## src/common/st_glue_settings.svh

```systemverilog
// ~~~~~~~~~~~~~~~~~~~~~~~~~~~~~~~~~~~~~~~~~~~~~~~~~~~~~~~~~~
// build constants for the ST board glue layer
// include wherever sizes, boot timing or flash layout are needed
// ~~~~~~~~~~~~~~~~~~~~~~~~~~~~~~~~~~~~~~~~~~~~~~~~~~~~~~~~~~

`ifndef ST_GLUE_SETTINGS_SVH
`define ST_GLUE_SETTINGS_SVH

// keyboard matrix as scanned by the ikbd
`define st_kbd_rows 15   // row select lines
`define st_kbd_cols 8    // column return lines

// time given to the MCU to mount a default image
`define st_sd_wait_default 64000000   // 2 s at 32 MHz

// flash high address bits where the TOS images live
`define st_rom_base 4'b0010

// lowest word address bit touched by the cold boot scramble
`define st_scramble_lsb 3

`endif

```

## src/common/st_board_pkg.sv

```systemverilog
// ~~~~~~~~~~~~~~~~~~~~~~~~~~~~~~~~~~~~~~~~~~~~~~~~~~~~~~~~~~
// board level types, chipset choice and boot sequencing
// ~~~~~~~~~~~~~~~~~~~~~~~~~~~~~~~~~~~~~~~~~~~~~~~~~~~~~~~~~~

package st_board_pkg;

  // machine flavour as selected in the OSD
  typedef enum logic [1:0] {
    chip_st   = 2'd0,   // plain ST
    chip_mega = 2'd1,   // mega ST with blitter
    chip_ste  = 2'd2    // STE
  } chipset_e;

  // boot sequencer states
  typedef enum logic [1:0] {
    boot_hold    = 2'd0,   // just out of reset
    boot_wait_sd = 2'd1,   // waiting for image or timeout
    boot_run     = 2'd2    // card settled, cpu may run
  } boot_state_e;

  // system config from the control registers
  typedef struct packed {
    chipset_e chipset;
    logic     sys_reset;   // hold the ST in reset
    logic     coldboot;    // level, each rise wipes RAM
  } sys_cfg_t;

endpackage

```

## src/common/st_bus_pkg.sv

```systemverilog
// ~~~~~~~~~~~~~~~~~~~~~~~~~~~~~~~~~~~~~~~~~~~~~~~~~~~~~~~~~~
// bus request types between the ST chipset and board memory
// and between the disk controllers and the SD card port
// ~~~~~~~~~~~~~~~~~~~~~~~~~~~~~~~~~~~~~~~~~~~~~~~~~~~~~~~~~~

package st_bus_pkg;

  // sector request from one disk controller
  // write data byte travels on its own port
  typedef struct packed {
    logic [1:0]  rd;    // read request per drive
    logic [1:0]  wr;    // write request per drive
    logic [31:0] lba;   // sector number
  } sector_req_t;

  // request as seen by the SD card controller
  typedef struct packed {
    logic [3:0]  rstart;    // acsi in 3:2, floppy in 1:0
    logic [3:0]  wstart;
    logic [31:0] lba;
    logic [7:0]  wr_byte;   // byte going to the card
  } card_req_t;

  // ST memory cycle towards SDRAM
  typedef struct packed {
    logic        ras_n;
    logic        cash_n;   // upper byte strobe
    logic        casl_n;   // lower byte strobe
    logic        we_n;
    logic [23:1] addr;     // word address
  } mem_req_t;

endpackage

```

## src/verilog/boot_ctrl.sv

```systemverilog
// ~~~~~~~~~~~~~~~~~~~~~~~~~~~~~~~~~~~~~~~~~~~~~~~~~~~~~~~~~~
// boot sequencer, holds the ST in reset until memories and
// SD card are up, and rolls the RAM scramble key on cold boot
// ~~~~~~~~~~~~~~~~~~~~~~~~~~~~~~~~~~~~~~~~~~~~~~~~~~~~~~~~~~

`timescale 1ns/10ps
`include "st_glue_settings.svh"

module boot_ctrl #(
  parameter int sd_wait_cycles = `st_sd_wait_default   // clocks before giving up on the card
) (
  input  logic                   clk_32,
  input  logic                   arst_n,        // pll lock
  input  st_board_pkg::sys_cfg_t cfg,
  input  logic                   reset_button,
  input  logic                   ram_ready,
  input  logic                   flash_ready,
  input  logic [31:0]            img_size,      // nonzero once MCU mounted an image
  output logic                   cpu_run,       // ST resb
  output logic                   sd_ready,
  output logic [1:0]             scramble_key
);

  st_board_pkg::boot_state_e state;
  logic [31:0]               wait_cnt;     // clocks spent in boot_wait_sd
  logic                      coldboot_d;   // previous coldboot level

  // boot sequencer
  always_ff @(posedge clk_32 or negedge arst_n) begin
    if (!arst_n) begin
      state    <= st_board_pkg::boot_hold;
      wait_cnt <= '0;
      sd_ready <= 1'b0;
    end else begin
      case (state)
        st_board_pkg::boot_hold: begin
          wait_cnt <= '0;
          state    <= st_board_pkg::boot_wait_sd;   // one cycle only
        end
        st_board_pkg::boot_wait_sd: begin
          // image mounted, or MCU had its chance
          if (img_size != 32'd0 || wait_cnt == 32'(sd_wait_cycles)) begin
            sd_ready <= 1'b1;
            state    <= st_board_pkg::boot_run;
          end else begin
            wait_cnt <= wait_cnt + 32'd1;
          end
        end
        st_board_pkg::boot_run: begin
          sd_ready <= 1'b1;   // sticky until next pll reset
        end
        default: begin
          state <= st_board_pkg::boot_hold;
        end
      endcase
    end
  end

  // every cold boot moves RAM lines 4:3 around
  // so stale contents look like garbage to TOS
  always_ff @(posedge clk_32 or negedge arst_n) begin
    if (!arst_n) begin
      coldboot_d   <= 1'b0;
      scramble_key <= 2'd0;
    end else begin
      coldboot_d <= cfg.coldboot;
      if (cfg.coldboot && !coldboot_d)
        scramble_key <= scramble_key + 2'd1;   // rising edge only
    end
  end

  // ST reset release, any one of these holds the cpu
  assign cpu_run = sd_ready && ram_ready && flash_ready &&
                   !cfg.sys_reset && !reset_button;

endmodule

```

## src/verilog/ikbd_inputs.sv

```systemverilog
// ~~~~~~~~~~~~~~~~~~~~~~~~~~~~~~~~~~~~~~~~~~~~~~~~~~~~~~~~~~
// keyboard matrix and joystick 1 as seen by the ikbd
// ~~~~~~~~~~~~~~~~~~~~~~~~~~~~~~~~~~~~~~~~~~~~~~~~~~~~~~~~~~

`timescale 1ns/10ps
`include "st_glue_settings.svh"

module ikbd_inputs (
  input  logic [`st_kbd_rows-1:0][`st_kbd_cols-1:0] kbd_rows,   // from HID, low = key down
  input  logic [`st_kbd_rows-1:0]                   kbd_select_n,   // row drive from the ikbd
  input  logic [4:0]                                hid_joy1,   // MCU joystick, high active
  input  logic [4:0]                                joy_pins_n, // board pins, low active
  output logic [`st_kbd_cols-1:0]                   kbd_cols,
  output logic [4:0]                                joy1
);

  // wired-AND matrix
  // each driven row pulls its pressed columns low
  always_comb begin
    kbd_cols = '1;   // idle lines float high
    for (int r = 0; r < `st_kbd_rows; r++) begin
      if (!kbd_select_n[r])
        kbd_cols = kbd_cols & kbd_rows[r];
    end
  end

  // either source may press a direction or fire
  assign joy1 = hid_joy1 | ~joy_pins_n;

endmodule

```

## src/verilog/mem_map.sv

```systemverilog
// ~~~~~~~~~~~~~~~~~~~~~~~~~~~~~~~~~~~~~~~~~~~~~~~~~~~~~~~~~~
// ST memory map onto board SDRAM and SPI flash
// RAM address scramble, SDRAM strobes, ROM window relocation
// ~~~~~~~~~~~~~~~~~~~~~~~~~~~~~~~~~~~~~~~~~~~~~~~~~~~~~~~~~~

`timescale 1ns/10ps
`include "st_glue_settings.svh"

module mem_map (
  input  st_bus_pkg::mem_req_t   mem_req,        // ST RAM cycle
  input  logic [1:0]             scramble_key,   // from boot_ctrl
  input  st_board_pkg::chipset_e chipset,
  input  logic                   rom_n,          // ST ROM select
  input  logic [17:1]            rom_addr,       // word address inside TOS
  output logic [22:1]            ram_addr_s,     // scrambled SDRAM word address
  output logic                   ram_cs,
  output logic                   ram_we,
  output logic [1:0]             ds_n,           // upper, lower
  output logic                   flash_cs,
  output logic [22:0]            flash_addr      // byte address in flash
);

  // flip two low word lines with the cold boot key
  always_comb begin
    ram_addr_s = mem_req.addr[22:1];
    ram_addr_s[`st_scramble_lsb +: 2] = mem_req.addr[`st_scramble_lsb +: 2] ^ scramble_key;
  end

  // 8MB of SDRAM, top half of the ST space is not RAM
  assign ram_cs = !mem_req.ras_n && !mem_req.addr[23];
  assign ram_we = !mem_req.we_n;
  assign ds_n   = {mem_req.cash_n, mem_req.casl_n};

  // TOS expected at $fc0000, stored at $100000 for ST and mega
  // and at $140000 for STE
  assign flash_cs   = !rom_n;
  assign flash_addr = {`st_rom_base,
                       chipset == st_board_pkg::chip_ste,   // second image
                       rom_addr,
                       1'b0};                               // words only

endmodule

```

## src/verilog/sd_arbiter.sv

```systemverilog
// ~~~~~~~~~~~~~~~~~~~~~~~~~~~~~~~~~~~~~~~~~~~~~~~~~~~~~~~~~~
// shares the SD card sector port between floppy and ACSI
// ~~~~~~~~~~~~~~~~~~~~~~~~~~~~~~~~~~~~~~~~~~~~~~~~~~~~~~~~~~

`timescale 1ns/10ps

module sd_arbiter (
  input  logic                    clk_32,
  input  logic                    arst_n,
  input  st_bus_pkg::sector_req_t fdc_req,        // floppy controller
  input  st_bus_pkg::sector_req_t acsi_req,       // hard disk
  input  logic [7:0]              fdc_wr_byte,
  input  logic [7:0]              acsi_wr_byte,
  output st_bus_pkg::card_req_t   card_req
);

  logic fdc_act;    // floppy asks this cycle
  logic acsi_act;   // acsi asks this cycle
  logic acsi_last;  // last request seen came from acsi
  logic is_acsi;    // data path owner

  assign fdc_act  = (fdc_req.rd != 2'b00) || (fdc_req.wr != 2'b00);
  assign acsi_act = (acsi_req.rd != 2'b00) || (acsi_req.wr != 2'b00);

  // remember the requester so lba and write data stay put
  // while the card is still busy after the request drops
  always_ff @(posedge clk_32 or negedge arst_n) begin
    if (!arst_n) begin
      acsi_last <= 1'b0;
    end else begin
      if (fdc_act)
        acsi_last <= 1'b0;   // floppy wins the memory
      else if (acsi_act)
        acsi_last <= 1'b1;
    end
  end

  assign is_acsi = acsi_act || acsi_last;   // live acsi request always steers

  // start bits go straight through, controller tells them apart
  assign card_req.rstart  = {acsi_req.rd, fdc_req.rd};
  assign card_req.wstart  = {acsi_req.wr, fdc_req.wr};
  assign card_req.lba     = is_acsi ? acsi_req.lba : fdc_req.lba;
  assign card_req.wr_byte = is_acsi ? acsi_wr_byte : fdc_wr_byte;

endmodule

```

## src/verilog/st_glue_top.sv

```systemverilog
// ~~~~~~~~~~~~~~~~~~~~~~~~~~~~~~~~~~~~~~~~~~~~~~~~~~~~~~~~~~
// board glue between ST chipset and board peripherals
// arst_n is the pll lock, outputs feed the board controllers
// ~~~~~~~~~~~~~~~~~~~~~~~~~~~~~~~~~~~~~~~~~~~~~~~~~~~~~~~~~~

`timescale 1ns/10ps
`include "st_glue_settings.svh"

module st_glue_top #(
  parameter int sd_wait_cycles = `st_sd_wait_default
) (
  input  logic                                      clk_32,
  input  logic                                      arst_n,
  input  st_board_pkg::sys_cfg_t                    cfg,
  input  logic                                      reset_button,
  input  logic                                      ram_ready,
  input  logic                                      flash_ready,
  input  logic [31:0]                               img_size,
  input  st_bus_pkg::mem_req_t                      mem_req,
  input  logic                                      rom_n,
  input  logic [17:1]                               rom_addr,
  input  logic [`st_kbd_rows-1:0][`st_kbd_cols-1:0] kbd_rows,
  input  logic [`st_kbd_rows-1:0]                   kbd_select_n,
  input  logic [4:0]                                hid_joy1,
  input  logic [4:0]                                joy_pins_n,
  input  st_bus_pkg::sector_req_t                   fdc_req,
  input  st_bus_pkg::sector_req_t                   acsi_req,
  input  logic [7:0]                                fdc_wr_byte,
  input  logic [7:0]                                acsi_wr_byte,
  output logic                                      cpu_run,
  output logic                                      sd_ready,
  output logic [1:0]                                scramble_key,
  output logic [22:1]                               ram_addr_s,
  output logic                                      ram_cs,
  output logic                                      ram_we,
  output logic [1:0]                                ds_n,
  output logic                                      flash_cs,
  output logic [22:0]                               flash_addr,
  output logic [`st_kbd_cols-1:0]                   kbd_cols,
  output logic [4:0]                                joy1,
  output st_bus_pkg::card_req_t                     card_req
);

  // reset release and cold boot key
  boot_ctrl #(
    .sd_wait_cycles(sd_wait_cycles)
  ) u_boot_ctrl (
    .clk_32       (clk_32),
    .arst_n       (arst_n),
    .cfg          (cfg),
    .reset_button (reset_button),
    .ram_ready    (ram_ready),
    .flash_ready  (flash_ready),
    .img_size     (img_size),
    .cpu_run      (cpu_run),
    .sd_ready     (sd_ready),
    .scramble_key (scramble_key)
  );

  ikbd_inputs u_ikbd_inputs (
    .kbd_rows     (kbd_rows),
    .kbd_select_n (kbd_select_n),
    .hid_joy1     (hid_joy1),
    .joy_pins_n   (joy_pins_n),
    .kbd_cols     (kbd_cols),
    .joy1         (joy1)
  );

  mem_map u_mem_map (
    .mem_req      (mem_req),
    .scramble_key (scramble_key),
    .chipset      (cfg.chipset),   // rom image choice
    .rom_n        (rom_n),
    .rom_addr     (rom_addr),
    .ram_addr_s   (ram_addr_s),
    .ram_cs       (ram_cs),
    .ram_we       (ram_we),
    .ds_n         (ds_n),
    .flash_cs     (flash_cs),
    .flash_addr   (flash_addr)
  );

  // one card port for both disk controllers
  sd_arbiter u_sd_arbiter (
    .clk_32       (clk_32),
    .arst_n       (arst_n),
    .fdc_req      (fdc_req),
    .acsi_req     (acsi_req),
    .fdc_wr_byte  (fdc_wr_byte),
    .acsi_wr_byte (acsi_wr_byte),
    .card_req     (card_req)
  );

endmodule
```

## config.mk

```make
export PLATFORM = sky130hd
export DESIGN_NAME = st_glue_top
export DESIGN_NICKNAME = d
export VERILOG_FILES = /design/src/common/st_board_pkg.sv /design/src/common/st_bus_pkg.sv /design/src/verilog/boot_ctrl.sv /design/src/verilog/ikbd_inputs.sv /design/src/verilog/mem_map.sv /design/src/verilog/sd_arbiter.sv /design/src/verilog/st_glue_top.sv
export VERILOG_INCLUDE_DIRS = /design/src /design/src/common
export SDC_FILE = /design/constraint.sdc
export NUM_CORES = 1
export LEC_CHECK = 0
export BUFFER_PORTS_ARGS = -buffer_cell sky130_fd_sc_hd__buf_2
export CAP_MARGIN = 20
export CORE_AREA = 2 2 169 171
export CTS_BUF_LIST = sky130_fd_sc_hd__clkbuf_4 sky130_fd_sc_hd__clkbuf_8 sky130_fd_sc_hd__clkbuf_16
export DETAILED_ROUTE_END_ITERATION = 12
export DIE_AREA = 0 0 171 173
export GPL_ROUTABILITY_DRIVEN = 0
export PLACE_DENSITY = 0.42
export SLEW_MARGIN = 40
export SYNTH_ARGS = -nofsm -noshare
export SYNTH_HDL_FRONTEND = slang
export SYNTH_SLANG_ARGS = --single-unit
export TNS_END_PERCENT = 50
```

## constraint.sdc

```tcl
create_clock -name clk_32 -period 6.65 [get_ports clk_32]
set_clock_uncertainty 0.2 [all_clocks]
set_input_delay 1.33 -clock clk_32 [delete_from_list [all_inputs] [get_ports clk_32]]
set_output_delay 1.33 -clock clk_32 [all_outputs]
set_load 0.05 [all_outputs]
```

-- Yosys cells after proc, flatten, opt, wreduce, memory -nomap -nowiden
Cells that the tools add are included.
- register bits: 39
- bits of input ports: 319
- output and inout bits: 115
- logic and storage cells: 86
- $add $sub $neg: 2
- equality and inequality tests: 6
- multiplexer cells: 25
- bitwise logic cells: 18
- reduce and logical (&&, ||, !) cells: 29
- operators by type and width (cell ; number):
    $mux 8 ; 16
    $and 8x8->8 ; 14
    $mux 32 ; 2
    $pmux 32 s2 ; 1
    $add 32x1->32 const B ; 1
    $eq 32x26->1 const B ; 1
    $reduce_bool 32->1 ; 1
    $reduce_bool 2->1 ; 7
    $logic_not 1->1 ; 7
    $logic_and 1x1->1 ; 6
    $pmux 2 s3 ; 1
    $reduce_and 2->1 ; 3
    $not 5->5 ; 1
    $or 5x5->5 ; 1
    $eq 2x2->1 const B ; 2
    $logic_or 1x1->1 ; 4
    $mux 1 ; 3
    $add 2x1->2 const B ; 1
    $eq 2x1->1 const B ; 1
    $logic_not 2->1 ; 1
    $mux 2 ; 1
    $ne 2x1->1 const B ; 1
    $ne 2x2->1 const B ; 1
    $pmux 1 s2 ; 1
    2 further kinds ; 2

-- Logic depth before layout (Yosys ltp)
Gate-level depths: netlist (run 1).
- depth after elaboration: 29
- gate-level depth with buffers: 9
- mapped depth without buffers: 7

-- By module
From an unflattened synthesis (run 1), not the netlist that was laid out.
- cells, all modules: 474
- area total of the unflattened synthesis: 4137.7 um^2
- modules (own cells, without submodules) (module ; times used ; cells each ; area an instance (um^2) ; sequential area each (um^2)):
    boot_ctrl ; 1 ; 266 ; 2329.7 ; 950.9
    sd_arbiter ; 1 ; 57 ; 804.5 ; 25.0
    ikbd_inputs ; 1 ; 99 ; 630.6 ; 0.0
    mem_map ; 1 ; 52 ; 372.9 ; 0.0

-- Worst setup path after synthesis (run 1)
OpenSTA, ideal clock, no wires.
- path type: input port to output port
- from: in kbd_select_n[7]
- to: out kbd_cols[0]
- arrival: 3.731 ns
- data required time: 5.120 ns
- setup slack: 1.389 ns
- cell stages on the path: 4
- path buffers: 1
- path through: clkbuf_1 > o22ai_1 > or4_1 > nor4_1
- cells in the longest elaborated chain, start to end: 15
- RTL lines (element ; RTL line ; source):
    start: declaration ; st_glue_top.sv:23 ; input logic [`st_kbd_rows-1:0] kbd_select_n,
    $mux 8 (*) ; ikbd_inputs.sv:22 ; if (!kbd_select_n[r])
    $and 8x8->8 ; ikbd_inputs.sv:23 ; kbd_cols = kbd_cols & kbd_rows[r];
    $mux 8 (*) ; ikbd_inputs.sv:22 ;
    $and 8x8->8 ; ikbd_inputs.sv:23 ;
    $mux 8 (*) ; ikbd_inputs.sv:22 ;
    $and 8x8->8 ; ikbd_inputs.sv:23 ;
    $mux 8 (*) ; ikbd_inputs.sv:22 ;
    $and 8x8->8 ; ikbd_inputs.sv:23 ;
    $mux 8 (*) ; ikbd_inputs.sv:22 ;
    $and 8x8->8 ; ikbd_inputs.sv:23 ;
    $mux 8 (*) ; ikbd_inputs.sv:22 ;
    $and 8x8->8 ; ikbd_inputs.sv:23 ;
    $mux 8 (*) ; ikbd_inputs.sv:22 ;
    $and 8x8->8 ; ikbd_inputs.sv:23 ;
    $mux 8 (*) ; ikbd_inputs.sv:22 ;
    end: declaration ; st_glue_top.sv:39 ; output logic [`st_kbd_cols-1:0] kbd_cols,
Every way passes the cells marked *; elsewhere a longest branch is shown, timed or not.

==> metrics.txt, run 1 <==
# TYPE chip_impl_metric gauge
chip_impl_info{name="status",value="finished, final reports clean"} 1
chip_impl_metric{name="tot_gr_track_use",unit=""} 0.1233
chip_impl_metric{name="ys.warnings.count",unit=""} 0
chip_impl_metric{name="synth_fa_ha_area_frac",unit=""} 0.01688
chip_impl_metric{name="ir_drop",unit="uV"} 87.65
chip_impl_metric{name="grt_antenna_before_repair",unit=""} 2
chip_impl_info{name="synth_top_flop_cell",value="sky130_fd_sc_hd__dfrtp_1"} 1
chip_impl_metric{name="worst_reg2reg_setup_slack",unit="ns"} 3.73
chip_impl_metric{name="worst_slew_pin_slew",unit="ns"} 0.6260
chip_impl_info{name="hold_path_class",value="flip-flop to flip-flop"} 1
chip_impl_info{name="timing.rr.start",value="u_boot_ctrl.state[1]"} 1
chip_impl_info{name="timing.critical_path.slowest_stage_cell",value="sky130_fd_sc_hd__or4_1"} 1
chip_impl_metric{name="syn-instance-count",unit=""} 432
chip_impl_metric{name="cts_hold_repair.buffers",unit=""} 0
chip_impl_metric{name="firstDrtPassIters",unit=""} 5
chip_impl_metric{name="clk_latency",unit="ns"} 0.29
chip_impl_metric{name="power.density_cell_area",unit="nW/um2"} 153.3
chip_impl_metric{name="timing.final.crit_share",unit=""} 0.7279
chip_impl_metric{name="multiplexer_fraction_of_the_synthesized_cell_area",unit=""} 0.1600
chip_impl_metric{name="post_route_cells_drive_above_1_share",unit=""} 0.5802
chip_impl_metric{name="count_of_state_elements_after_synthesis",unit=""} 39
chip_impl_metric{name="cts_post_setup_buffers_inserted",unit=""} 0
chip_impl_metric{name="nets",unit=""} 1040
chip_impl_metric{name="final_hold_fails",unit=""} 0
chip_impl_metric{name="placeableCoreArea",unit="um2"} 27630
chip_impl_metric{name="ctsResizeCount",unit=""} 0
chip_impl_metric{name="grt_overflow_total",unit=""} 0
chip_impl_metric{name="max_freq",unit="MHz"} 206.6
chip_impl_metric{name="yosysUniqueCellTypes",unit=""} 48
chip_impl_metric{name="grt_pass1_wl",unit="mm"} 27.59
chip_impl_info{name="critical_path_launch_point_type",value="input pin"} 1
chip_impl_metric{name="dr_total_vias",unit=""} 4552
chip_impl_info{name="crit_top_cell",value="sky130_fd_sc_hd__buf_2"} 1
chip_impl_info{name="yosys-top-cells-area",value="sky130_fd_sc_hd__dfrtp_1, sky130_fd_sc_hd__mux2_2, sky130_fd_sc_hd__buf_4, sky130_fd_sc_hd__o22ai_1, sky130_fd_sc_hd__mux2i_1"} 1
chip_impl_metric{name="synth_xor_area_frac",unit=""} 0.009453
chip_impl_metric{name="clkSinkCount",unit=""} 39
chip_impl_metric{name="largest_net_degree_at_the_start_of_global_routing",unit=""} 40
chip_impl_info{name="yosysTopAreaCell",value="sky130_fd_sc_hd__dfrtp_1"} 1
chip_impl_metric{name="seq_area_frac_synth",unit=""} 0.2633
chip_impl_metric{name="syn_avg_cell_area",unit="um2"} 8.579
chip_impl_metric{name="antenna_viol_nets_final",unit=""} 0
chip_impl_metric{name="drt-wirelength-per-cell",unit="um"} 17.63
chip_impl_metric{name="dp_hpwl",unit="mm"} 16.49
chip_impl_metric{name="total_power",unit="W"} 0.0008715
chip_impl_metric{name="whs_path_depth",unit=""} 1
chip_impl_metric{name="async_flop_share",unit=""} 1.000
chip_impl_metric{name="synth-compound-area-share",unit=""} 0.1904
chip_impl_metric{name="cts-root-to-sink-buffers",unit=""} 2
chip_impl_info{name="clk_root_buffer_cell",value="sky130_fd_sc_hd__clkbuf_16"} 1
chip_impl_metric{name="post_drt_via_cell_ratio",unit=""} 4.157
chip_impl_info{name="hp-start",value="u_boot_ctrl.wait_cnt[31]"} 1
chip_impl_metric{name="die_area",unit="um2"} 29580
chip_impl_metric{name="p_leak",unit="nW"} 2.751
chip_impl_metric{name="io-pin-count",unit=""} 434
chip_impl_metric{name="cp_max_fo",unit=""} 22
chip_impl_metric{name="dieWidth",unit="um"} 171
chip_impl_metric{name="filler_cell_count",unit=""} 3181
chip_impl_metric{name="antenna_cells_inserted",unit=""} 0
chip_impl_metric{name="first_global_vias",unit=""} 4468
chip_impl_info{name="tritoncts",value="done"} 1
chip_impl_info{name="post_synth_most_frequent_cells",value="sky130_fd_sc_hd__buf_4, sky130_fd_sc_hd__o22ai_1, sky130_fd_sc_hd__mux2_2"} 1
chip_impl_info{name="rsz0062_at_grt",value="false"} 1
chip_impl_info{name="worstPathCellList",value="buf_2, or4_1, nor2_4, buf_16, mux2_2, buf_2"} 1
chip_impl_metric{name="syn_to_final_growth",unit="%"} 53.44
chip_impl_metric{name="initial_core_util",unit=""} 0.1341
chip_impl_metric{name="worst_setup_hold_path_clk_slew",unit="ns"} 0.06
chip_impl_metric{name="path_buf_inv",unit=""} 3
chip_impl_info{name="critPathCaptureType",value="primary output"} 1
chip_impl_metric{name="synth-simple-area-share",unit=""} 0.2151
chip_impl_metric{name="initialDrtViolationCount",unit=""} 282
chip_impl_metric{name="worst-r2r-cell-count",unit=""} 7
chip_impl_metric{name="setup_viol_count_final",unit=""} 0
chip_impl_metric{name="finalCriticalPeriod",unit="ns"} 4.840
chip_impl_metric{name="yosysTopAreaCellShare",unit=""} 0.2633
chip_impl_metric{name="count_of_port_buffers_added_during_placement",unit=""} 350
chip_impl_metric{name="route.detailed.drc",unit=""} 0
chip_impl_metric{name="drv_cap",unit=""} 0
chip_impl_metric{name="std_cell_rows",unit=""} 61
chip_impl_metric{name="maxSlewViolCount",unit=""} 0
chip_impl_info{name="crit-reg2reg-capture",value="u_boot_ctrl.wait_cnt[16]"} 1
chip_impl_metric{name="numCtsBuffers",unit=""} 5
chip_impl_metric{name="fin_tns_setup",unit="ns"} 0
chip_impl_metric{name="critical-path-max-stage-delay",unit="ns"} 0.57
chip_impl_info{name="synth_top_family_by_area",value="simple AND/OR/NAND/NOR gates"} 1
chip_impl_metric{name="worstPathArrival",unit="ns"} 3.31
chip_impl_metric{name="drt-total-wl",unit="mm"} 19.31
chip_impl_info{name="critical_path_class",value="input pin to primary output"} 1
chip_impl_metric{name="synth-edff-count",unit=""} 0
chip_impl_metric{name="die-height",unit="um"} 173
chip_impl_info{name="path_delay_family",value="simple AND/OR/NAND/NOR gates"} 1
chip_impl_metric{name="cp_data_required_time",unit="ns"} 5.12
chip_impl_metric{name="timing.max_slew.rel_slack",unit=""} 0.5788
chip_impl_info{name="min_to",value="u_boot_ctrl.wait_cnt[31]"} 1
chip_impl_metric{name="h-tree-depth",unit=""} 2
chip_impl_metric{name="syn_area",unit="um2"} 3706
chip_impl_info{name="synthMostInstantiatedCell",value="sky130_fd_sc_hd__buf_4"} 1
## layout by cell type, fill, tap and decap left out, types with 5 or more instances in the layout
cell                          n
sky130_fd_sc_hd__buf_2      349
sky130_fd_sc_hd__o22ai_1     48
sky130_fd_sc_hd__mux2_2      42
sky130_fd_sc_hd__dfrtp_1     39
sky130_fd_sc_hd__nand2_1     28
sky130_fd_sc_hd__nor4_1      16
sky130_fd_sc_hd__nand4_1     16
sky130_fd_sc_hd__or4_1       13
sky130_fd_sc_hd__o21ai_0     12
sky130_fd_sc_hd__nor2_1      12
sky130_fd_sc_hd__mux2i_1     12
sky130_fd_sc_hd__nand3_1     10
sky130_fd_sc_hd__inv_1        9
sky130_fd_sc_hd__o22a_1       8
sky130_fd_sc_hd__nand2b_1     8
sky130_fd_sc_hd__a21oi_1      8
sky130_fd_sc_hd__o31ai_1      6
sky130_fd_sc_hd__ha_1         5
sky130_fd_sc_hd__conb_1       5
sky130_fd_sc_hd__clkbuf_16    5
## final cells by class
class	count	area [um2]	share of cell area
tap	378	473.0	0.08317
sequential	39	975.9	0.1716
clock buffer	6	138.9	0.02442
inverter	9	33.78	0.005941
multi-input combinational	308	2233	0.3927
timing repair buffer	353	1797	0.3160
clock inverter	2	35.03	0.006161
## worst register-to-register path, stage by stage (launching register included)
cell	delay (ns)
sky130_fd_sc_hd__dfrtp_1	0.40
sky130_fd_sc_hd__inv_1	0.09
sky130_fd_sc_hd__ha_1	0.20
sky130_fd_sc_hd__nor4b_1	0.24
sky130_fd_sc_hd__nand4_1	0.27
sky130_fd_sc_hd__or3_2	0.73
sky130_fd_sc_hd__or4_1	0.57
sky130_fd_sc_hd__a21oi_1	0.16
## worst max path at each step
stage	slack, ns	end	cells past startpoint	from
2_1_floorplan	1.39	kbd_cols[0]	4	kbd_select_n[7]
3_3_place_gp	1.66	card_req[0]	5	acsi_req[33]
3_5_place_dp	1.80	card_req[0]	6	acsi_req[33]
4_1_cts	1.80	card_req[0]	6	acsi_req[33]
5_1_grt	1.72	card_req[0]	6	acsi_req[33]
6_report	1.81	card_req[0]	6	acsi_req[33]
## metal layers
layer / vias to the layer above / wire (um) / share of wire / GRT usage
li1: 2173 / - / - / -
met1: 2122 / 7572 / 0.39 / 0.1523
met5: - / 7 / 0.00036 / 0
met2: 233 / 9510 / 0.49 / 0.2083
met4: 2 / 666 / 0.034 / 0.04732
met3: 22 / 1548 / 0.080 / 0.02609
## per-stage QoR
| stage | hold WS (ns) | utilization | setup WS, ns | instance area, um2 | std cells |
|---|---|---|---|---|---|
| floorplan | 0.2461 | - | 1.389 | 3717 | 435 |
| global placement | 0.2665 | 0.1979 | 1.655 | 5469 | 1086 |
| detailed placement | 0.2704 | 0.1993 | 1.804 | 5507 | 1087 |
| CTS | 0.2787 | 0.2056 | 1.798 | 5680 | 1095 |
| global route | 0.3036 | 0.2058 | 1.716 | 5687 | 1095 |
| finish | 0.2763 | 0.2058 | 1.810 | 5687 | 1095 |
## flip-flops by register name, indices dropped and copies added, names as in the netlist
register,flops
u_boot_ctrl.sd_ready,1
u_boot_ctrl.scramble_key,2
u_sd_arbiter.acsi_last,1
u_boot_ctrl.state,2
u_boot_ctrl.wait_cnt,32
u_boot_ctrl.coldboot_d,1
## power by group
group	internal, W	total, W	leakage [nW]	switching, W
logic	0.000120	0.000337	2.14	0.000217
clock network	0.000187	0.000283	0.0868	0.0000968
registers	0.000244	0.000251	0.528	0.00000723
## logic make-up (layout without fill, tap and decap cells)
kind of cell / after synthesis / after routing
AND/OR/NAND/NOR: 136 / 136
AO/OA/AOI/OAI: 104 / 104
buffers and inverters: 88 / 370
multiplexers: 54 / 54
flip-flops: 39 / 39
adder cells (fa/ha/maj): 5 / 5
XOR/XNOR: 4 / 4
other: 2 / 5
Note: power is estimated with default switching activity, not from simulation.
==> run 2, diff against run 1 <==
CORE_AREA = 2 2 171 173   (was 2 2 169 171)
DIE_AREA = 0 0 173 175   (was 0 0 171 173)
clock period = 4.7 ns   (was 6.65 ns; I/O delays follow)
==> run 2 against run 1 <==
Worst setup slack got worse by 1.1 ns. Total power increased by 37%. Hold slack improved by 0.021 ns. Wire length decreased by 6.3%. Core utilization decreased by 0.57 points. Critical path depth unchanged. Die area increased by 2.3%. Largest power group unchanged. Sequential power increased by 43%. Sequential cell count unchanged.
==> metrics.txt, run 2 (synthesized netlist as in run 1, its figures left out) <==
# TYPE chip_impl_metric gauge
chip_impl_metric{name="clkSinkCount",unit=""} 39
chip_impl_metric{name="std_cell_rows",unit=""} 62
chip_impl_metric{name="dieWidth",unit="um"} 173
chip_impl_metric{name="ir_drop",unit="uV"} 148.7
chip_impl_metric{name="setup_viol_count_final",unit=""} 0
chip_impl_metric{name="multi_input_area",unit="um2"} 2233
chip_impl_info{name="status",value="finished, final reports clean"} 1
chip_impl_metric{name="finish.cell_count_without_fillers",unit=""} 1103
chip_impl_metric{name="die-height",unit="um"} 175
chip_impl_metric{name="cts_post_setup_buffers_inserted",unit=""} 0
chip_impl_metric{name="initialDrtViolationCount",unit=""} 292
chip_impl_metric{name="h-tree-depth",unit=""} 2
chip_impl_metric{name="initial_core_util",unit=""} 0.1305
chip_impl_metric{name="nets",unit=""} 1041
chip_impl_metric{name="post_drt_via_cell_ratio",unit=""} 4.101
chip_impl_info{name="critical_path_launch_point_type",value="input pin"} 1
chip_impl_metric{name="worst_slew_pin_slew",unit="ns"} 0.6147
chip_impl_info{name="top_register",value="u_boot_ctrl.wait_cnt"} 1
chip_impl_metric{name="cts_hold_repair.buffers",unit=""} 0
chip_impl_info{name="mostFrequentLayoutCell",value="sky130_fd_sc_hd__buf_2"} 1
chip_impl_info{name="tritoncts",value="done"} 1
chip_impl_metric{name="grt_overflow_total",unit=""} 0
chip_impl_metric{name="largest_register_ff_count",unit=""} 32
chip_impl_metric{name="max_freq",unit="MHz"} 250.7
chip_impl_metric{name="fin_tns_setup",unit="ns"} 0
chip_impl_metric{name="worst_setup_hold_path_clk_slew",unit="ns"} 0.06
chip_impl_metric{name="clk_latency",unit="ns"} 0.28
chip_impl_metric{name="drv_cap",unit=""} 0
chip_impl_info{name="critPathCaptureType",value="primary output"} 1
chip_impl_metric{name="ctsResizeCount",unit=""} 0
chip_impl_info{name="clk_root_buffer_cell",value="sky130_fd_sc_hd__clkbuf_16"} 1
chip_impl_metric{name="io-pin-count",unit=""} 434
chip_impl_metric{name="register_area",unit="um2"} 975.9
chip_impl_metric{name="p_leak",unit="nW"} 2.741
chip_impl_metric{name="drt-wirelength-per-cell",unit="um"} 16.40
chip_impl_metric{name="grt_pass1_wl",unit="mm"} 25.96
chip_impl_metric{name="firstDrtPassIters",unit=""} 4
chip_impl_info{name="hold_path_class",value="flip-flop to flip-flop"} 1
chip_impl_metric{name="post_route_cells_drive_above_1_share",unit=""} 0.5808
chip_impl_metric{name="count_of_port_buffers_added_during_placement",unit=""} 350
chip_impl_metric{name="final_hold_fails",unit=""} 0
chip_impl_metric{name="total_power",unit="W"} 0.001192
chip_impl_metric{name="first_global_vias",unit=""} 4495
chip_impl_info{name="layout_common_cells",value="sky130_fd_sc_hd__buf_2, sky130_fd_sc_hd__o22ai_1, sky130_fd_sc_hd__mux2_2"} 1
chip_impl_metric{name="power.density_cell_area",unit="nW/um2"} 209.7
chip_impl_metric{name="antenna_viol_nets_final",unit=""} 0
chip_impl_metric{name="grt_antenna_before_repair",unit=""} 1
chip_impl_metric{name="cp_max_fo",unit=""} 25
chip_impl_metric{name="worstPathArrival",unit="ns"} 2.85
chip_impl_metric{name="placeableCoreArea",unit="um2"} 28390
chip_impl_info{name="critical_path_class",value="input pin to primary output"} 1
chip_impl_metric{name="cp_data_required_time",unit="ns"} 3.56
chip_impl_metric{name="numCtsBuffers",unit=""} 5
chip_impl_metric{name="numPlacedInstances",unit=""} 1094
chip_impl_metric{name="tot_gr_track_use",unit=""} 0.1105
chip_impl_metric{name="dp_hpwl",unit="mm"} 15.35
chip_impl_metric{name="filler_cell_count",unit=""} 3254
chip_impl_metric{name="timing.max_slew.rel_slack",unit=""} 0.5880
chip_impl_metric{name="timing.final.crit_share",unit=""} 0.8487
chip_impl_metric{name="cts-root-to-sink-buffers",unit=""} 2
chip_impl_metric{name="dr_total_vias",unit=""} 4523
chip_impl_metric{name="largest_net_degree_at_the_start_of_global_routing",unit=""} 40
chip_impl_metric{name="die_area",unit="um2"} 30280
chip_impl_metric{name="finalCriticalPeriod",unit="ns"} 3.989
chip_impl_metric{name="route.detailed.drc",unit=""} 0
chip_impl_metric{name="drt-total-wl",unit="mm"} 18.08
chip_impl_info{name="registers_with_the_most_flip_flops",value="u_boot_ctrl.wait_cnt: 32 flops, u_boot_ctrl.scramble_key: 2 flops, u_boot_ctrl.state: 2 flops"} 1
chip_impl_metric{name="maxSlewViolCount",unit=""} 0
chip_impl_metric{name="syn_to_final_growth",unit="%"} 53.34
chip_impl_info{name="rsz0062_at_grt",value="false"} 1
==> run 2: power by group <==
group,internal (W),switching (W),total [W]
sequential,0.000345,0.0000124,0.000358
clock,0.000226,0.000136,0.000362
combinational,0.000169,0.000303,0.000472
total,0.000740,0.000452,0.00119
==> run 2: routing by layer <==
metal	track usage	wire length, um	vias up
met5	0	0	-
met4	0.03355	421	0
met3	0.05091	2552	19
met2	0.1762	8444	228
met1	0.1325	6666	2102
li1	-	-	2174
==> run 2: layout make-up <==
cell class / count / area share
Timing Repair Buffer: 354 / 0.3162
Inverter: 9 / 0.005945
Clock inverter: 1 / 0.001321
Antenna cell: 1 / 0.0004403
Sequential cell: 39 / 0.1717
Multi-Input combinational cell: 308 / 0.3930
Clock buffer: 7 / 0.02686
Tap cell: 384 / 0.08454
==> run 2: path summary, 6_finish.rpt <==
| path | start | endpoint | slack, ns | depth (start not counted) |
|---|---|---|---|---|
| max reg2reg | u_boot_ctrl.state[1] | u_boot_ctrl.wait_cnt[16] | 1.75 | 7 |
| min reg2reg | u_boot_ctrl.wait_cnt[31] | u_boot_ctrl.wait_cnt[31] | 0.30 | 1 |
| min | u_boot_ctrl.wait_cnt[31] | u_boot_ctrl.wait_cnt[31] | 0.30 | 1 |
| max in group asynchronous | arst_n | u_boot_ctrl.wait_cnt[27] | 3.48 | 1 |
| min in group asynchronous | arst_n | u_boot_ctrl.wait_cnt[21] | 0.45 | 1 |
| max | acsi_req[33] | card_req[23] | 0.71 | 6 |
==> run 2: through the flow <==
| step | utilization | worst slack [ns] | hold slack [ns] | instance area [um2] |
|---|---|---|---|---|
| after detailed placement | 0.1944 | 0.7023 | 0.2800 | 5519 |
| after global placement | 0.1939 | 0.7080 | 0.2602 | 5504 |
| after CTS | 0.2000 | 0.6967 | 0.2895 | 5679 |
| after global routing | 0.2002 | 0.5993 | 0.3396 | 5683 |
| after floorplan | - | 0.2189 | 0.2461 | 3717 |
| final | 0.2002 | 0.7112 | 0.2970 | 5683 |
==> run 2: critical path, stage by stage <==
cell	delay, ns
sky130_fd_sc_hd__buf_2	0.10
sky130_fd_sc_hd__or4_1	0.57
sky130_fd_sc_hd__nor2_4	0.40
sky130_fd_sc_hd__buf_12	0.26
sky130_fd_sc_hd__mux2_2	0.35
sky130_fd_sc_hd__buf_2	0.21
==> run 3, diff against run 2 <==
CORE_AREA = 2 2 169 171   (was 2 2 171 173)
DIE_AREA = 0 0 171 173   (was 0 0 173 175)
PLACE_DENSITY = 0.44   (was 0.42)
clock period = 3.35 ns   (was 4.7 ns; I/O delays follow)
==> run 3 against run 2 <==
Non-clock buffer count grew 11. Hold slack worse by 0.13 ns. Design area is 2.3% higher. Cell count up 0.45%. Sequential cell count is the same. Sequential share of layout area is 0.39 points lower. First-iteration DRC count grew 3.1%. Sequential power increased by 40%. Die area fell by 2.3%. Largest cell class unchanged. Total power up 39%. Core utilization up 1.0 points.
==> metrics.txt, run 3 (synthesized netlist as in run 1, its figures left out) <==
# TYPE chip_impl_metric gauge
chip_impl_metric{name="h-tree-depth",unit=""} 2
chip_impl_metric{name="finish.utilization",unit=""} 0.2105
chip_impl_metric{name="antenna_viol_nets_final",unit=""} 0
chip_impl_metric{name="die_area",unit="um2"} 29580
chip_impl_metric{name="finalCriticalPeriod",unit="ns"} 3.191
chip_impl_info{name="tritoncts",value="done"} 1
chip_impl_info{name="worstPathCellList",value="buf_2, or4_1, nor2_4, buf_12, mux2_2, buf_2"} 1
chip_impl_metric{name="cp_max_fo",unit=""} 40
chip_impl_info{name="status",value="finished, final reports clean"} 1
chip_impl_metric{name="initialDrtViolationCount",unit=""} 301
chip_impl_metric{name="maxSlewViolCount",unit=""} 0
chip_impl_metric{name="cts_post_setup_buffers_inserted",unit=""} 0
chip_impl_info{name="mostFrequentLayoutCell",value="sky130_fd_sc_hd__buf_2"} 1
chip_impl_info{name="top_register",value="u_boot_ctrl.wait_cnt"} 1
chip_impl_metric{name="worstPathArrival",unit="ns"} 2.32
chip_impl_metric{name="grt_overflow_total",unit=""} 0
chip_impl_metric{name="grt_antenna_before_repair",unit=""} 2
chip_impl_metric{name="total_switching_power",unit="W"} 0.0006389
chip_impl_metric{name="share_seq_of_total_power",unit=""} 0.302
chip_impl_metric{name="worst_slew_pin_slew",unit="ns"} 0.5803
chip_impl_metric{name="drt-total-wl",unit="mm"} 17.33
chip_impl_metric{name="drt-wirelength-per-cell",unit="um"} 15.64
chip_impl_metric{name="dp_hpwl",unit="mm"} 14.95
chip_impl_metric{name="io-pin-count",unit=""} 434
chip_impl_info{name="registers_with_the_most_flip_flops",value="u_boot_ctrl.wait_cnt: 32 flops, u_boot_ctrl.scramble_key: 2 flops, u_boot_ctrl.state: 2 flops"} 1
chip_impl_metric{name="firstDrtPassIters",unit=""} 6
chip_impl_metric{name="std_cell_rows",unit=""} 61
chip_impl_metric{name="cp_data_required_time",unit="ns"} 2.48
chip_impl_metric{name="p_leak",unit="nW"} 2.800
chip_impl_metric{name="power.switching_fraction",unit=""} 0.3852
chip_impl_metric{name="post_drt_via_cell_ratio",unit=""} 4.144
chip_impl_info{name="critPathCaptureType",value="primary output"} 1
chip_impl_metric{name="worst_setup_hold_path_clk_slew",unit="ns"} 0.06
chip_impl_metric{name="dr_total_vias",unit=""} 4591
chip_impl_metric{name="finish.cell_count_without_fillers",unit=""} 1108
chip_impl_info{name="timing.critical_path.slowest_stage_cell",value="sky130_fd_sc_hd__or4_1"} 1
chip_impl_metric{name="cts-root-to-sink-buffers",unit=""} 2
chip_impl_info{name="layout_common_cells",value="sky130_fd_sc_hd__buf_2, sky130_fd_sc_hd__o22ai_1, sky130_fd_sc_hd__mux2_2"} 1
chip_impl_info{name="critical_path_launch_point_type",value="input pin"} 1
chip_impl_metric{name="grt_pass1_wl",unit="mm"} 25.41
chip_impl_metric{name="dieWidth",unit="um"} 171
chip_impl_metric{name="ctsResizeCount",unit=""} 0
chip_impl_metric{name="cts_hold_repair.buffers",unit=""} 0
chip_impl_metric{name="largest_register_ff_count",unit=""} 32
chip_impl_metric{name="first_global_vias",unit=""} 4590
chip_impl_metric{name="numPlacedInstances",unit=""} 1099
chip_impl_metric{name="post_route_cells_drive_above_1_share",unit=""} 0.5920
chip_impl_metric{name="die-height",unit="um"} 173
chip_impl_metric{name="setup_viol_count_final",unit=""} 0
chip_impl_metric{name="numCtsBuffers",unit=""} 5
chip_impl_metric{name="critical-path-max-stage-delay",unit="ns"} 0.58
chip_impl_metric{name="count_of_port_buffers_added_during_placement",unit=""} 350
chip_impl_metric{name="final_hold_fails",unit=""} 0
chip_impl_metric{name="clkSinkCount",unit=""} 39
chip_impl_metric{name="clk_latency",unit="ns"} 0.28
chip_impl_metric{name="initial_core_util",unit=""} 0.1341
chip_impl_metric{name="max_freq",unit="MHz"} 313.4
chip_impl_metric{name="route.detailed.drc",unit=""} 0
chip_impl_metric{name="timing.max_slew.rel_slack",unit=""} 0.6099
chip_impl_metric{name="syn_to_final_growth",unit="%"} 56.92
chip_impl_metric{name="power.density_cell_area",unit="nW/um2"} 285.2
chip_impl_metric{name="nets",unit=""} 1052
chip_impl_metric{name="ir_drop",unit="uV"} 174.5
chip_impl_info{name="crit_top_cell",value="sky130_fd_sc_hd__buf_2"} 1
chip_impl_metric{name="drv_cap",unit=""} 0
chip_impl_metric{name="share_comb_of_total_power",unit=""} 0.411
chip_impl_info{name="hold_path_class",value="input pin to asynchronous set/reset pin"} 1
chip_impl_metric{name="timing.final.crit_share",unit=""} 0.9525
chip_impl_metric{name="clockPowerShare",unit=""} 0.287
chip_impl_info{name="clk_root_buffer_cell",value="sky130_fd_sc_hd__clkbuf_16"} 1
chip_impl_info{name="critical_path_class",value="input pin to primary output"} 1
chip_impl_metric{name="largest_net_degree_at_the_start_of_global_routing",unit=""} 41
chip_impl_info{name="rsz0062_at_grt",value="false"} 1
chip_impl_metric{name="internal_power",unit="W"} 0.001020
chip_impl_metric{name="tot_gr_track_use",unit=""} 0.1094
chip_impl_metric{name="placeableCoreArea",unit="um2"} 27630
==> run 3: path summary, 6_finish.rpt <==
kind / end / slack, ns / depth (start not counted) / startpoint
setup / recovery: card_req[24] / 0.16 / 6 / acsi_req[33]
hold / removal: u_boot_ctrl.wait_cnt[21] / 0.17 / 1 / arst_n
setup reg to reg: u_boot_ctrl.wait_cnt[16] / 0.65 / 8 / u_boot_ctrl.state[1]
hold reg to reg: u_boot_ctrl.wait_cnt[31] / 0.28 / 1 / u_boot_ctrl.wait_cnt[31]
max in group asynchronous: u_boot_ctrl.wait_cnt[31] / 2.42 / 1 / arst_n
min in group clk_32: u_boot_ctrl.wait_cnt[31] / 0.28 / 1 / u_boot_ctrl.wait_cnt[31]
==> run 3: per-layer routing <==
| layer | part of all wire | wire length (um) | global-route usage | up-vias |
|---|---|---|---|---|
| met3 | 0.089 | 1546 | 0.01991 | 9 |
| met2 | 0.48 | 8395 | 0.1851 | 258 |
| met1 | 0.42 | 7252 | 0.1458 | 2125 |
| met4 | 0.0080 | 139 | 0.01977 | 0 |
| met5 | 0 | 0 | 0 | - |
| li1 | - | - | - | 2199 |
==> run 3: final cells by class <==
cell class	instances	area, um2
Inverter	9	33.78
Antenna cell	2	5.005
Fill cell	3146	21810
Multi-Input combinational cell	308	2305
Clock inverter	1	5.005
Clock buffer	6	138.9
Tap cell	378	473.0
Sequential cell	39	975.9
Timing Repair Buffer	365	1879
==> run 3: power by group through the flow <==
stage	clock [W]	sequential (W)	combinational, W
6_report	0.000476	0.000501	0.000682
5_1_grt	0.000511	0.000504	0.000716
4_1_cts	0.000492	0.000502	0.000682
3_5_place_dp	0	0.000510	0.000680
3_3_place_gp	0	0.000510	0.000680
2_1_floorplan	0	0.000551	0.000496
==> run 3: critical path: cells and delay by family <==
family / cells / cell delay, ns
buffers and inverters: 3 / 0.54
muxes: 1 / 0.36
and+or+nand+nor: 2 / 0.72
==> run 3: per-stage QoR <==
step / cell area (um2) / TNS (ns) / hold WS [ns] / power, W / setup WS, ns
floorplan: 3802 / -0.1023 / 0.1744 / 0.001048 / -0.03732
global placement: 5664 / 0 / 0.2643 / 0.001191 / 0.1850
detailed placement: 5667 / 0 / 0.2716 / 0.001191 / 0.1620
CTS: 5811 / 0 / 0.1975 / 0.001675 / 0.1560
global route: 5816 / 0 / 0.2170 / 0.001731 / 0.1009
finish: 5816 / 0 / 0.1716 / 0.001659 / 0.1591
